## config.mk

```make
export PLATFORM = sky130hd
export DESIGN_NAME = calc_top
export DESIGN_NICKNAME = d
export VERILOG_FILES = /design/src/rtl/calc_pkg.sv /design/src/rtl/calc_resv_if.sv /design/src/rtl/calc_bypass.sv /design/src/rtl/calc_pipe_int.sv /design/src/rtl/calc_pipe_mul.sv /design/src/rtl/calc_pipe_long.sv /design/src/rtl/calc_comp_pipe.sv /design/src/rtl/calc_top.sv
export SDC_FILE = /design/constraint.sdc
export NUM_CORES = 2
export LEC_CHECK = 0
export BUFFER_PORTS_ARGS = -buffer_cell sky130_fd_sc_hd__buf_2
export CORE_MARGIN = 2
export CORE_UTILIZATION = 50
export CTS_BUF_LIST = sky130_fd_sc_hd__clkbuf_8 sky130_fd_sc_hd__clkbuf_16
export CTS_CLUSTER_SIZE = 16
export DETAILED_ROUTE_END_ITERATION = 12
export PLACE_DENSITY = 0.69
export SLEW_MARGIN = 20
export SYNTH_ARGS = -nofsm -noshare
export SYNTH_HDL_FRONTEND = slang
export SYNTH_HIERARCHICAL = 1
export SYNTH_SLANG_ARGS = --single-unit
```

## constraint.sdc

```tcl
create_clock -name clk_i -period 5.65 [get_ports clk_i]
set_input_delay 0.565 -clock clk_i [delete_from_list [all_inputs] [get_ports clk_i]]
set_output_delay 0.565 -clock clk_i [all_outputs]
set_load 0.005 [all_outputs]
```

## src/rtl/calc_pkg.sv

```systemverilog
//--------------------
// Calculator shared definitions
// Widths, completion stage layout, opcodes and state encodings
//--------------------

package calc_pkg;

  localparam int XLEN        = 32;
  localparam int REG_ADDR_W  = 5;
  localparam int COMP_STAGES = 4;
  localparam int INT_STAGE   = 1;
  localparam int MUL_STAGE   = 3;
  localparam int WB_STAGE    = 3;
  localparam int SHAMT_W     = $clog2(XLEN);
  localparam int DIV_CNT_W   = $clog2(XLEN);
  localparam int MUL_HALF_W  = XLEN / 2;

  typedef logic [XLEN-1:0]        word_t;
  typedef logic [REG_ADDR_W-1:0]  reg_addr_t;
  typedef logic [COMP_STAGES-1:0] stage_match_t;

  typedef enum logic [3:0]
  {
    OP_ADD, OP_SUB, OP_AND, OP_OR, OP_XOR,
    OP_SLL, OP_SRL, OP_SRA, OP_SLT, OP_SLTU,
    OP_MUL,
    OP_DIV, OP_DIVU, OP_REM, OP_REMU
  } calc_op_e;

  typedef enum logic [1:0]
  {
    DIV_IDLE,
    DIV_BUSY,
    DIV_DONE
  } div_state_e;

  function automatic logic is_int_op(calc_op_e op);
    return op inside {OP_ADD, OP_SUB, OP_AND, OP_OR, OP_XOR,
                      OP_SLL, OP_SRL, OP_SRA, OP_SLT, OP_SLTU};
  endfunction

  function automatic logic is_long_op(calc_op_e op);
    return op inside {OP_DIV, OP_DIVU, OP_REM, OP_REMU};
  endfunction

endpackage

```

## src/rtl/calc_resv_if.sv

```systemverilog
//--------------------
// Reservation register bundle
// Carries the issued instruction to the pipes
//--------------------
`timescale 1ns/1ps

interface calc_resv_if
  import calc_pkg::*;
();

  logic      v;
  calc_op_e  op;
  reg_addr_t rd;
  word_t     rs1_data;
  word_t     rs2_data;

  modport resv (output v, op, rd, rs1_data, rs2_data);
  modport pipe (input v, op, rd, rs1_data, rs2_data);

endinterface

```

## src/rtl/calc_bypass.sv

```systemverilog
//--------------------
// Operand bypass and reservation register
// Youngest matching completion stage overrides the register file value
//--------------------
`timescale 1ns/1ps

module calc_bypass
  import calc_pkg::*;
 (input  logic                        clk_i
  , input  logic                        rst_n_i
  , input  logic                        dispatch_v_i
  , input  logic                        flush_i
  , input  calc_op_e                    dispatch_op_i
  , input  reg_addr_t                   dispatch_rd_i
  , input  reg_addr_t                   dispatch_rs1_i
  , input  reg_addr_t                   dispatch_rs2_i
  , input  word_t                       rs1_data_i
  , input  word_t                       rs2_data_i
  , input  stage_match_t                stage_wv_i
  , input  reg_addr_t [COMP_STAGES-1:0] stage_rd_i
  , input  word_t [COMP_STAGES-1:0]     fwd_data_i
  , calc_resv_if.resv                   resv
  );

  stage_match_t rs1_match;
  stage_match_t rs2_match;
  word_t        rs1_byp;
  word_t        rs2_byp;

  // Stage 0 is the youngest, so it is applied last
  function automatic word_t select_youngest(stage_match_t match,
                                            word_t [COMP_STAGES-1:0] fwd,
                                            word_t rf_data);
    word_t data;
    data = rf_data;
    for (int i = COMP_STAGES - 1; i >= 0; i--)
    begin
      if (match[i])
        data = fwd[i];
    end
    return data;
  endfunction

  for (genvar i = 0; i < COMP_STAGES; i++)
  begin : g_match
    assign rs1_match[i] = stage_wv_i[i] & (stage_rd_i[i] == dispatch_rs1_i);
    assign rs2_match[i] = stage_wv_i[i] & (stage_rd_i[i] == dispatch_rs2_i);
  end

  assign rs1_byp = select_youngest(rs1_match, fwd_data_i, rs1_data_i);
  assign rs2_byp = select_youngest(rs2_match, fwd_data_i, rs2_data_i);

  always_ff @(posedge clk_i)
  begin
    if (!rst_n_i)
      resv.v <= 1'b0;
    else
      resv.v <= dispatch_v_i & ~flush_i;
  end

  always_ff @(posedge clk_i)
  begin
    resv.op       <= dispatch_op_i;
    resv.rd       <= dispatch_rd_i;
    resv.rs1_data <= rs1_byp;
    resv.rs2_data <= rs2_byp;
  end

endmodule

```

## src/rtl/calc_pipe_int.sv

```systemverilog
//--------------------
// Integer pipe
// Single cycle ALU over the reservation register
//--------------------
`timescale 1ns/1ps

module calc_pipe_int
  import calc_pkg::*;
 (calc_resv_if.pipe resv
  , output word_t    int_data_o
  , output logic     int_v_o
  );

  logic [SHAMT_W-1:0] shamt;

  assign shamt   = resv.rs2_data[SHAMT_W-1:0];
  assign int_v_o = resv.v & is_int_op(resv.op);

  always_comb
  begin
    case (resv.op)
      OP_ADD:
        int_data_o = resv.rs1_data + resv.rs2_data;
      OP_SUB:
        int_data_o = resv.rs1_data - resv.rs2_data;
      OP_AND:
        int_data_o = resv.rs1_data & resv.rs2_data;
      OP_OR:
        int_data_o = resv.rs1_data | resv.rs2_data;
      OP_XOR:
        int_data_o = resv.rs1_data ^ resv.rs2_data;
      OP_SLL:
        int_data_o = resv.rs1_data << shamt;
      OP_SRL:
        int_data_o = resv.rs1_data >> shamt;
      OP_SRA:
        int_data_o = word_t'($signed(resv.rs1_data) >>> shamt);
      // Compares give 0 or 1
      OP_SLT:
        int_data_o = word_t'($signed(resv.rs1_data) < $signed(resv.rs2_data));
      OP_SLTU:
        int_data_o = word_t'(resv.rs1_data < resv.rs2_data);
      default:
        int_data_o = '0;
    endcase
  end

endmodule

```

## src/rtl/calc_pipe_mul.sv

```systemverilog
//--------------------
// Multiply pipe
// Low word product over two register stages
//--------------------
`timescale 1ns/1ps

module calc_pipe_mul
  import calc_pkg::*;
 (input  logic       clk_i
  , input  logic       rst_n_i
  , calc_resv_if.pipe  resv
  , output word_t      mul_data_o
  , output logic       mul_v_o
  );

  word_t                 part_lo_r;
  logic [MUL_HALF_W-1:0] part_hi_r;
  word_t                 prod_r;
  logic                  v1_r;
  logic                  v2_r;

  always_ff @(posedge clk_i)
  begin
    if (!rst_n_i)
    begin
      v1_r <= 1'b0;
      v2_r <= 1'b0;
    end
    else
    begin
      v1_r <= resv.v & (resv.op == OP_MUL);
      v2_r <= v1_r;
    end
  end

  // Upper half of rs2 only reaches the upper half of the low word
  always_ff @(posedge clk_i)
  begin
    part_lo_r <= resv.rs1_data * resv.rs2_data[MUL_HALF_W-1:0];
    part_hi_r <= resv.rs1_data[MUL_HALF_W-1:0] * resv.rs2_data[XLEN-1:MUL_HALF_W];
    prod_r    <= part_lo_r + {part_hi_r, {MUL_HALF_W{1'b0}}};
  end

  assign mul_data_o = prod_r;
  assign mul_v_o    = v2_r;

endmodule

```

## src/rtl/calc_pipe_long.sv

```systemverilog
//--------------------
// Long pipe
// Restoring divider for DIV, DIVU, REM and REMU with a held result
//--------------------
`timescale 1ns/1ps

module calc_pipe_long
  import calc_pkg::*;
 (input  logic       clk_i
  , input  logic       rst_n_i
  , input  logic       flush_i
  , input  logic       long_yumi_i
  , calc_resv_if.pipe  resv
  , output logic       long_ready_o
  , output logic       long_v_o
  , output reg_addr_t  long_rd_o
  , output word_t      long_data_o
  );

  div_state_e           state_r;
  div_state_e           state_n;
  logic [DIV_CNT_W-1:0] cnt_r;
  word_t                quo_r;
  word_t                rem_r;
  word_t                dvsr_r;
  reg_addr_t            rd_r;
  logic                 is_rem_r;
  logic                 quo_neg_r;
  logic                 rem_neg_r;
  logic                 start;
  logic                 is_signed;
  logic                 neg_a;
  logic                 neg_b;
  word_t                abs_a;
  word_t                abs_b;
  logic [XLEN:0]        trial;

  assign start     = resv.v & is_long_op(resv.op) & ~flush_i;
  assign is_signed = (resv.op == OP_DIV) | (resv.op == OP_REM);
  assign neg_a     = is_signed & resv.rs1_data[XLEN-1];
  assign neg_b     = is_signed & resv.rs2_data[XLEN-1];
  assign abs_a     = neg_a ? -resv.rs1_data : resv.rs1_data;
  assign abs_b     = neg_b ? -resv.rs2_data : resv.rs2_data;

  // Shift in the next dividend bit and try the subtract
  assign trial = {rem_r, quo_r[XLEN-1]} - {1'b0, dvsr_r};

  always_comb
  begin
    state_n = state_r;
    case (state_r)
      DIV_IDLE:
        if (start)
          state_n = DIV_BUSY;
      DIV_BUSY:
        if (cnt_r == DIV_CNT_W'(XLEN - 1))
          state_n = DIV_DONE;
      DIV_DONE:
        if (long_yumi_i)
          state_n = DIV_IDLE;
      default:
        state_n = DIV_IDLE;
    endcase
  end

  always_ff @(posedge clk_i)
  begin
    if (!rst_n_i)
    begin
      state_r <= DIV_IDLE;
      cnt_r   <= '0;
    end
    else
    begin
      state_r <= state_n;
      cnt_r   <= (state_r == DIV_BUSY) ? cnt_r + 1'b1 : '0;
    end
  end

  always_ff @(posedge clk_i)
  begin
    if ((state_r == DIV_IDLE) && start)
    begin
      quo_r     <= abs_a;
      rem_r     <= '0;
      dvsr_r    <= abs_b;
      rd_r      <= resv.rd;
      is_rem_r  <= (resv.op == OP_REM) | (resv.op == OP_REMU);
      // Divide by zero keeps the all ones quotient unsigned
      quo_neg_r <= (neg_a ^ neg_b) & (resv.rs2_data != '0);
      rem_neg_r <= neg_a;
    end
    else if (state_r == DIV_BUSY)
    begin
      if (!trial[XLEN])
      begin
        rem_r <= trial[XLEN-1:0];
        quo_r <= {quo_r[XLEN-2:0], 1'b1};
      end
      else
      begin
        rem_r <= {rem_r[XLEN-2:0], quo_r[XLEN-1]};
        quo_r <= {quo_r[XLEN-2:0], 1'b0};
      end
    end
  end

  assign long_ready_o = (state_r == DIV_IDLE);
  assign long_v_o     = (state_r == DIV_DONE);
  assign long_rd_o    = rd_r;
  assign long_data_o  = is_rem_r ? (rem_neg_r ? -rem_r : rem_r)
                                 : (quo_neg_r ? -quo_r : quo_r);

endmodule

```

## src/rtl/calc_comp_pipe.sv

```systemverilog
//--------------------
// Completion pipeline
// Stage shift with result merge, flush kill and writeback arbitration
//--------------------
`timescale 1ns/1ps

module calc_comp_pipe
  import calc_pkg::*;
 (input  logic                          clk_i
  , input  logic                          rst_n_i
  , input  logic                          flush_i
  , calc_resv_if.pipe                     resv
  , input  word_t                         int_data_i
  , input  logic                          int_v_i
  , input  word_t                         mul_data_i
  , input  logic                          mul_v_i
  , input  logic                          long_v_i
  , input  reg_addr_t                     long_rd_i
  , input  word_t                         long_data_i
  , output logic                          long_yumi_o
  , output stage_match_t                  stage_wv_o
  , output reg_addr_t [COMP_STAGES-1:0]   stage_rd_o
  , output word_t [COMP_STAGES-1:0]       fwd_data_o
  , output logic                          iwb_v_o
  , output reg_addr_t                     iwb_rd_o
  , output word_t                         iwb_data_o
  );

  // Stage 0 is the reservation register itself
  logic [COMP_STAGES-1:1]      wv_r;
  logic [COMP_STAGES-1:1]      wv_n;
  reg_addr_t [COMP_STAGES-1:1] rd_r;
  reg_addr_t [COMP_STAGES-1:1] rd_n;
  word_t [COMP_STAGES-1:1]     data_r;
  word_t [COMP_STAGES:1]       data_n;
  word_t [COMP_STAGES-1:0]     stage_data;

  // Long ops write through the yumi path, never through the stages
  assign stage_wv_o[0] = resv.v & ~is_long_op(resv.op) & (resv.rd != '0);
  assign stage_rd_o[0] = resv.rd;
  assign stage_data[0] = '0;

  assign stage_wv_o[COMP_STAGES-1:1] = wv_r;
  assign stage_rd_o[COMP_STAGES-1:1] = rd_r;
  assign stage_data[COMP_STAGES-1:1] = data_r;

  always_comb
  begin
    for (int i = 1; i <= COMP_STAGES; i++)
    begin
      data_n[i] = stage_data[i-1];
    end
    data_n[INT_STAGE] = int_v_i ? int_data_i : stage_data[INT_STAGE-1];
    data_n[MUL_STAGE] = mul_v_i ? mul_data_i : stage_data[MUL_STAGE-1];

    for (int i = 1; i < COMP_STAGES; i++)
    begin
      rd_n[i] = stage_rd_o[i-1];
      wv_n[i] = stage_wv_o[i-1];
      if (i < WB_STAGE)
        wv_n[i] = wv_n[i] & ~flush_i;
    end
  end

  always_ff @(posedge clk_i)
  begin
    if (!rst_n_i)
      wv_r <= '0;
    else
      wv_r <= wv_n;
  end

  always_ff @(posedge clk_i)
  begin
    rd_r   <= rd_n;
    data_r <= data_n[COMP_STAGES-1:1];
  end

  // Stage i forwards the merged value it is about to pass on
  assign fwd_data_o = data_n;

  // Long result only takes the port when the last stage is idle
  assign long_yumi_o = long_v_i & ~wv_r[WB_STAGE];

  assign iwb_v_o    = long_yumi_o ? (long_rd_i != '0) : wv_r[WB_STAGE];
  assign iwb_rd_o   = long_yumi_o ? long_rd_i : rd_r[WB_STAGE];
  assign iwb_data_o = long_yumi_o ? long_data_i : data_r[WB_STAGE];

endmodule

```

## src/rtl/calc_top.sv

```systemverilog
//--------------------
// Calculator top level
// Bypass, execution pipes and completion pipeline
//--------------------
`timescale 1ns/1ps

module calc_top
  import calc_pkg::*;
 (input  logic       clk_i
  , input  logic       rst_n_i
  , input  logic       dispatch_v_i
  , input  calc_op_e   dispatch_op_i
  , input  reg_addr_t  dispatch_rd_i
  , input  reg_addr_t  dispatch_rs1_i
  , input  reg_addr_t  dispatch_rs2_i
  , input  word_t      rs1_data_i
  , input  word_t      rs2_data_i
  , input  logic       flush_i
  , output logic       long_ready_o
  , output logic       iwb_v_o
  , output reg_addr_t  iwb_rd_o
  , output word_t      iwb_data_o
  );

  word_t                       int_data;
  logic                        int_v;
  word_t                       mul_data;
  logic                        mul_v;
  logic                        long_v;
  reg_addr_t                   long_rd;
  word_t                       long_data;
  logic                        long_yumi;
  stage_match_t                stage_wv;
  reg_addr_t [COMP_STAGES-1:0] stage_rd;
  word_t [COMP_STAGES-1:0]     fwd_data;

  calc_resv_if resv_if ();

  calc_bypass bypass
   (.clk_i(clk_i)
    ,.rst_n_i(rst_n_i)
    ,.dispatch_v_i(dispatch_v_i)
    ,.flush_i(flush_i)
    ,.dispatch_op_i(dispatch_op_i)
    ,.dispatch_rd_i(dispatch_rd_i)
    ,.dispatch_rs1_i(dispatch_rs1_i)
    ,.dispatch_rs2_i(dispatch_rs2_i)
    ,.rs1_data_i(rs1_data_i)
    ,.rs2_data_i(rs2_data_i)
    ,.stage_wv_i(stage_wv)
    ,.stage_rd_i(stage_rd)
    ,.fwd_data_i(fwd_data)
    ,.resv(resv_if.resv)
    );

  calc_pipe_int pipe_int
   (.resv(resv_if.pipe)
    ,.int_data_o(int_data)
    ,.int_v_o(int_v)
    );

  calc_pipe_mul pipe_mul
   (.clk_i(clk_i)
    ,.rst_n_i(rst_n_i)
    ,.resv(resv_if.pipe)
    ,.mul_data_o(mul_data)
    ,.mul_v_o(mul_v)
    );

  calc_pipe_long pipe_long
   (.clk_i(clk_i)
    ,.rst_n_i(rst_n_i)
    ,.flush_i(flush_i)
    ,.long_yumi_i(long_yumi)
    ,.resv(resv_if.pipe)
    ,.long_ready_o(long_ready_o)
    ,.long_v_o(long_v)
    ,.long_rd_o(long_rd)
    ,.long_data_o(long_data)
    );

  calc_comp_pipe comp_pipe
   (.clk_i(clk_i)
    ,.rst_n_i(rst_n_i)
    ,.flush_i(flush_i)
    ,.resv(resv_if.pipe)
    ,.int_data_i(int_data)
    ,.int_v_i(int_v)
    ,.mul_data_i(mul_data)
    ,.mul_v_i(mul_v)
    ,.long_v_i(long_v)
    ,.long_rd_i(long_rd)
    ,.long_data_i(long_data)
    ,.long_yumi_o(long_yumi)
    ,.stage_wv_o(stage_wv)
    ,.stage_rd_o(stage_rd)
    ,.fwd_data_o(fwd_data)
    ,.iwb_v_o(iwb_v_o)
    ,.iwb_rd_o(iwb_rd_o)
    ,.iwb_data_o(iwb_data_o)
    );

endmodule

```

==> flow_summary.yaml <==
run_status:
  status: "finished with violations"
  violations: "setup timing"
final_layout:
  nets: 5957
  multiInputGateArea_mm2: 0.0311
  final_area_mm2: 0.0486
  seq_area_mm2: 0.00843
  mostFrequentLayoutCells: "589 x inv_1, 556 x nand2_1, 381 x fa_1"
  final_common_cell: "inv_1"
  drive_gt1_share_pct: 16.3
  n_fill_cell: 7756
  fin_cells: 6400
  syn2layout_area_growth_pct: 13.1
critical_path:
  end_kind: "flip-flop"
  timing.rr.end: "pipe_mul/part_lo_r[29]$_DFF_P_"
  r2r_slack_ps: -30
  r2r-start: "bypass/resv.rs1_data[23]$_DFF_P_"
  crit_fanout: 3
  crit_arrival_ps: 6180
  start_kind: "flip-flop"
  path_class: "reg -> reg"
  reg2regPathDepth: 19
  cp.required_ps: 6150
logic_synthesis:
  ys_seq_elements: 381
  synth_cell_type_count: 110
  synth_async_sr_flop_share_pct: 0
  synth_area_leaders: "fa_1 18%, dfxtp_1 14%, ha_1 7.7%"
  syn_inst: 5088
  synthesis.area_mm2: 0.0430
  syn-mean-instance-area_um2: 8.45
  yosys_warnings: 6
  ys.flop_type: "dfxtp_1"
  synth.net_count: 5828
  synth_edf_count: 72
  synth_top_cell_area_share_pct: 18.1
  yosysSeqAreaShare_pct: 19.4
  synth_area_leader_cell: "fa_1"
cts:
  path_clk_slew_ps: 60
  clock_latency_ps: 600
  cts_tree: "done"
  clock-sinks: 381
  cts_hold_buf: 0
  cts_root_buffer: "clkbuf_16"
  cts-htree-levels: 2
  cts_buffers: 44
  cts.path.max_buffers: 3
die:
  die_area_mm2: 0.0884
  start_util_pct: 50.5
  rows: 107
  coreArea_mm2: 0.0851
  die_y_um: 297
  die_w_um: 297
  pin_count: 126
grt:
  grt_first_pass_wirelength_um: 244000
  grt_pass1_vias: 38500
  antenna_found_initial: 18
  grt_start_max_net_pins: 70
  overflow: 0
  track_usage_pct: 36.4
routing:
  drt_iter0_drc: 4585
  post_drt_via_cell_ratio: 6.11
  drc: 0
  wl_um: 167000
  wl_per_cell_um: 26.1
  antenna_left: 0
  vias: 39100
  dr.pass1.iters: 8
placement:
  dp_hpwl_um: 127000
  dp_cells: 6276
  port_buffers: 125
  post_dp_cell_area_mm2: 0.0458
  gp_congestion: 1.08
timing:
  relSlewSlack_pct: 18.2
  skew_ps: 21.0
  tightest_slew_ps: 1220
  drv_slew: 0
  fin_ws_ps: -30.5
  grt_setup_unrepaired: "true"
  timing.hold.ws_ps: 61.9
  finalCritPeriodShare_pct: 101
  final_hold_viol_count: 0
  fmax_mhz: 176
  setup_viol_count_final: 1
  layout_min_cycle_time_ps: 5680
power_and_ir_drop:
  p_switching_mw: 14.1
  p_sw_share_pct: 46.0
  p_clk_share_pct: 10.3
  pwr-share-comb_pct: 76.6
  max-vdd-ir-drop_v: 0.00238
  p_int_mw: 16.6
  leakagePower_nw: 21.8
  seqPwrFrac_pct: 13.1
  powerDensity_mw_per_mm2: 631
hold_path:
  holdCritStartpoint: "dispatch_rd_i[3]"
  min_path_cells: 1
  holdCritPathClass: "in -> reg"
  min_to: "bypass/resv.rd[3]$_DFF_P_"
flow_run:
  maxCapViolCount: 0
==> worst max-delay path, cell delays in order, from the launching register on <==
cell and delay, ps:
dfxtp_1 490, buf_4 200, nand2_1 70, fa_1 510
inv_1 60, fa_1 620, fa_1 470, fa_1 530
fa_1 490, inv_1 50, fa_1 470, inv_1 40
ha_1 280, and4_4 270, and4_4 240, nand2_2 70
a211oi_4 250, o21ai_4 110, a211o_1 260, o311ai_1 80
==> registers in the layout (all words and copies together), names as in the netlist, 2 cells and up <==
| name | count |
|---|---|
| bypass/resv.op | 4 |
| bypass/resv.rd | 5 |
| bypass/resv.rs1_data | 32 |
| bypass/resv.rs2_data | 32 |
| comp_pipe/data_r | 32 |
| comp_pipe/fwd_data_o | 64 |
| comp_pipe/stage_rd_o | 15 |
| comp_pipe/wv_r | 3 |
| pipe_long/cnt_r | 5 |
| pipe_long/dvsr_r | 32 |
| pipe_long/long_rd_o | 5 |
| pipe_long/quo_r | 32 |
| pipe_long/rem_r | 32 |
| pipe_long/state_r | 2 |
| pipe_mul/mul_data_o | 32 |
| pipe_mul/part_hi_r | 16 |
| pipe_mul/part_lo_r | 32 |
==> how the worst max path moves through the flow <==
stage | startpoint | cells past startpoint | slack [ps] | to
4_1_cts | bypass/resv.rs2_data[1]$_DFF_P_ | 21 | -50 | pipe_mul/part_lo_r[29]$_DFF_P_
5_1_grt | bypass/resv.rs2_data[5]$_DFF_P_ | 20 | -140 | pipe_mul/part_lo_r[29]$_DFF_P_
6_report | bypass/resv.rs1_data[23]$_DFF_P_ | 19 | -30 | pipe_mul/part_lo_r[29]$_DFF_P_
3_3_place_gp | bypass/resv.rs2_data[1]$_DFF_P_ | 21 | -110 | pipe_mul/part_lo_r[29]$_DFF_P_
2_1_floorplan | bypass/resv.rs2_data[3]$_DFF_P_ | 22 | -8 | pipe_mul/part_lo_r[30]$_DFF_P_
3_5_place_dp | bypass/resv.rs2_data[1]$_DFF_P_ | 21 | -150 | pipe_mul/part_lo_r[29]$_DFF_P_
==> synthesized netlist by cell type (30+ instances only) <==
library cell  count
a211oi_1         32
a21o_1           34
a21oi_1         232
a221oi_1         52
a221oi_2         30
a22oi_1          73
and2_1          284
buf_2            47
buf_4            73
clkbuf_1        217
dfxtp_1         309
edfxtp_1         72
fa_1            388
ha_1            265
inv_1           613
mux2_2           74
mux2i_1          90
nand2_1         566
nand2b_1         42
nand3_1          44
nor2_1          307
nor3_1           58
o21ai_0         236
o21ai_1          55
o31ai_1         104
xnor2_1         201
xor2_1          116
==> power by group through the flow <==
stage	combinational, mW	clock (mW)	sequential [mW]
after floorplan	13.1	0	3.78
after global placement	20.0	0	4.05
after detailed placement	20.3	0	4.05
after CTS	20.7	3.19	4.00
after global routing	25.8	3.29	4.05
final	23.5	3.17	4.02
==> timing repair <==
item | CTS | global route
gates cloned | 0 | 7
resized for setup | 10 | 171
pin swaps | 2 | 105
endpoints found under the setup margin | 12 | 19
setup buffers | 0 | 33
==> metrics by stage <==
stage	worst slack (ps)	total power [mW]	utilization (%)	setup TNS, ps
final	-30.5	30.7	57.1	-30.5
after global routing	-144	33.1	57.1	-1060
after CTS	-47.5	27.8	55.8	-47.5
after detailed placement	-154	24.3	53.8	-649
after global placement	-111	24.1	53.8	-360
after floorplan	-7.59	16.8	-	-8.46
==> layer usage <==
layer | vias to the layer above | routed length (um) | global-route usage [%]
li1 | 17300 | - | -
met3 | 498 | 18600 | 8.71
met5 | - | 27 | 0
met4 | 4 | 10300 | 19.2
met1 | 19100 | 66600 | 48.3
met2 | 2256 | 71800 | 54.9
==> cell families (layout without fill, tap and decap cells) <==
family	count (synthesis)	in the layout	synth area share (%)
compound gates	1122	1122	17.9
xor+xnor	317	317	6.45
fa+ha+maj	653	653	25.8
buf+inv	982	1145	9.63
flops	381	381	19.4
mux	176	176	4.61
other cells	0	5	0
simple gates	1457	1457	16.2
==> area by class of cell <==
| cell class | instances | share of cell area, % |
|---|---|---|
| timing repair buffer | 447 | 7.63 |
| antenna | 5 | 0.0257 |
| tap | 1144 | 2.94 |
| multi-input combinational | 3725 | 64.0 |
| clock inverter | 24 | 0.641 |
| sequential | 381 | 17.3 |
| inverter | 618 | 4.77 |
| clock buffer | 56 | 2.67 |
No activity file was read; power rests on OpenSTA's default activity.
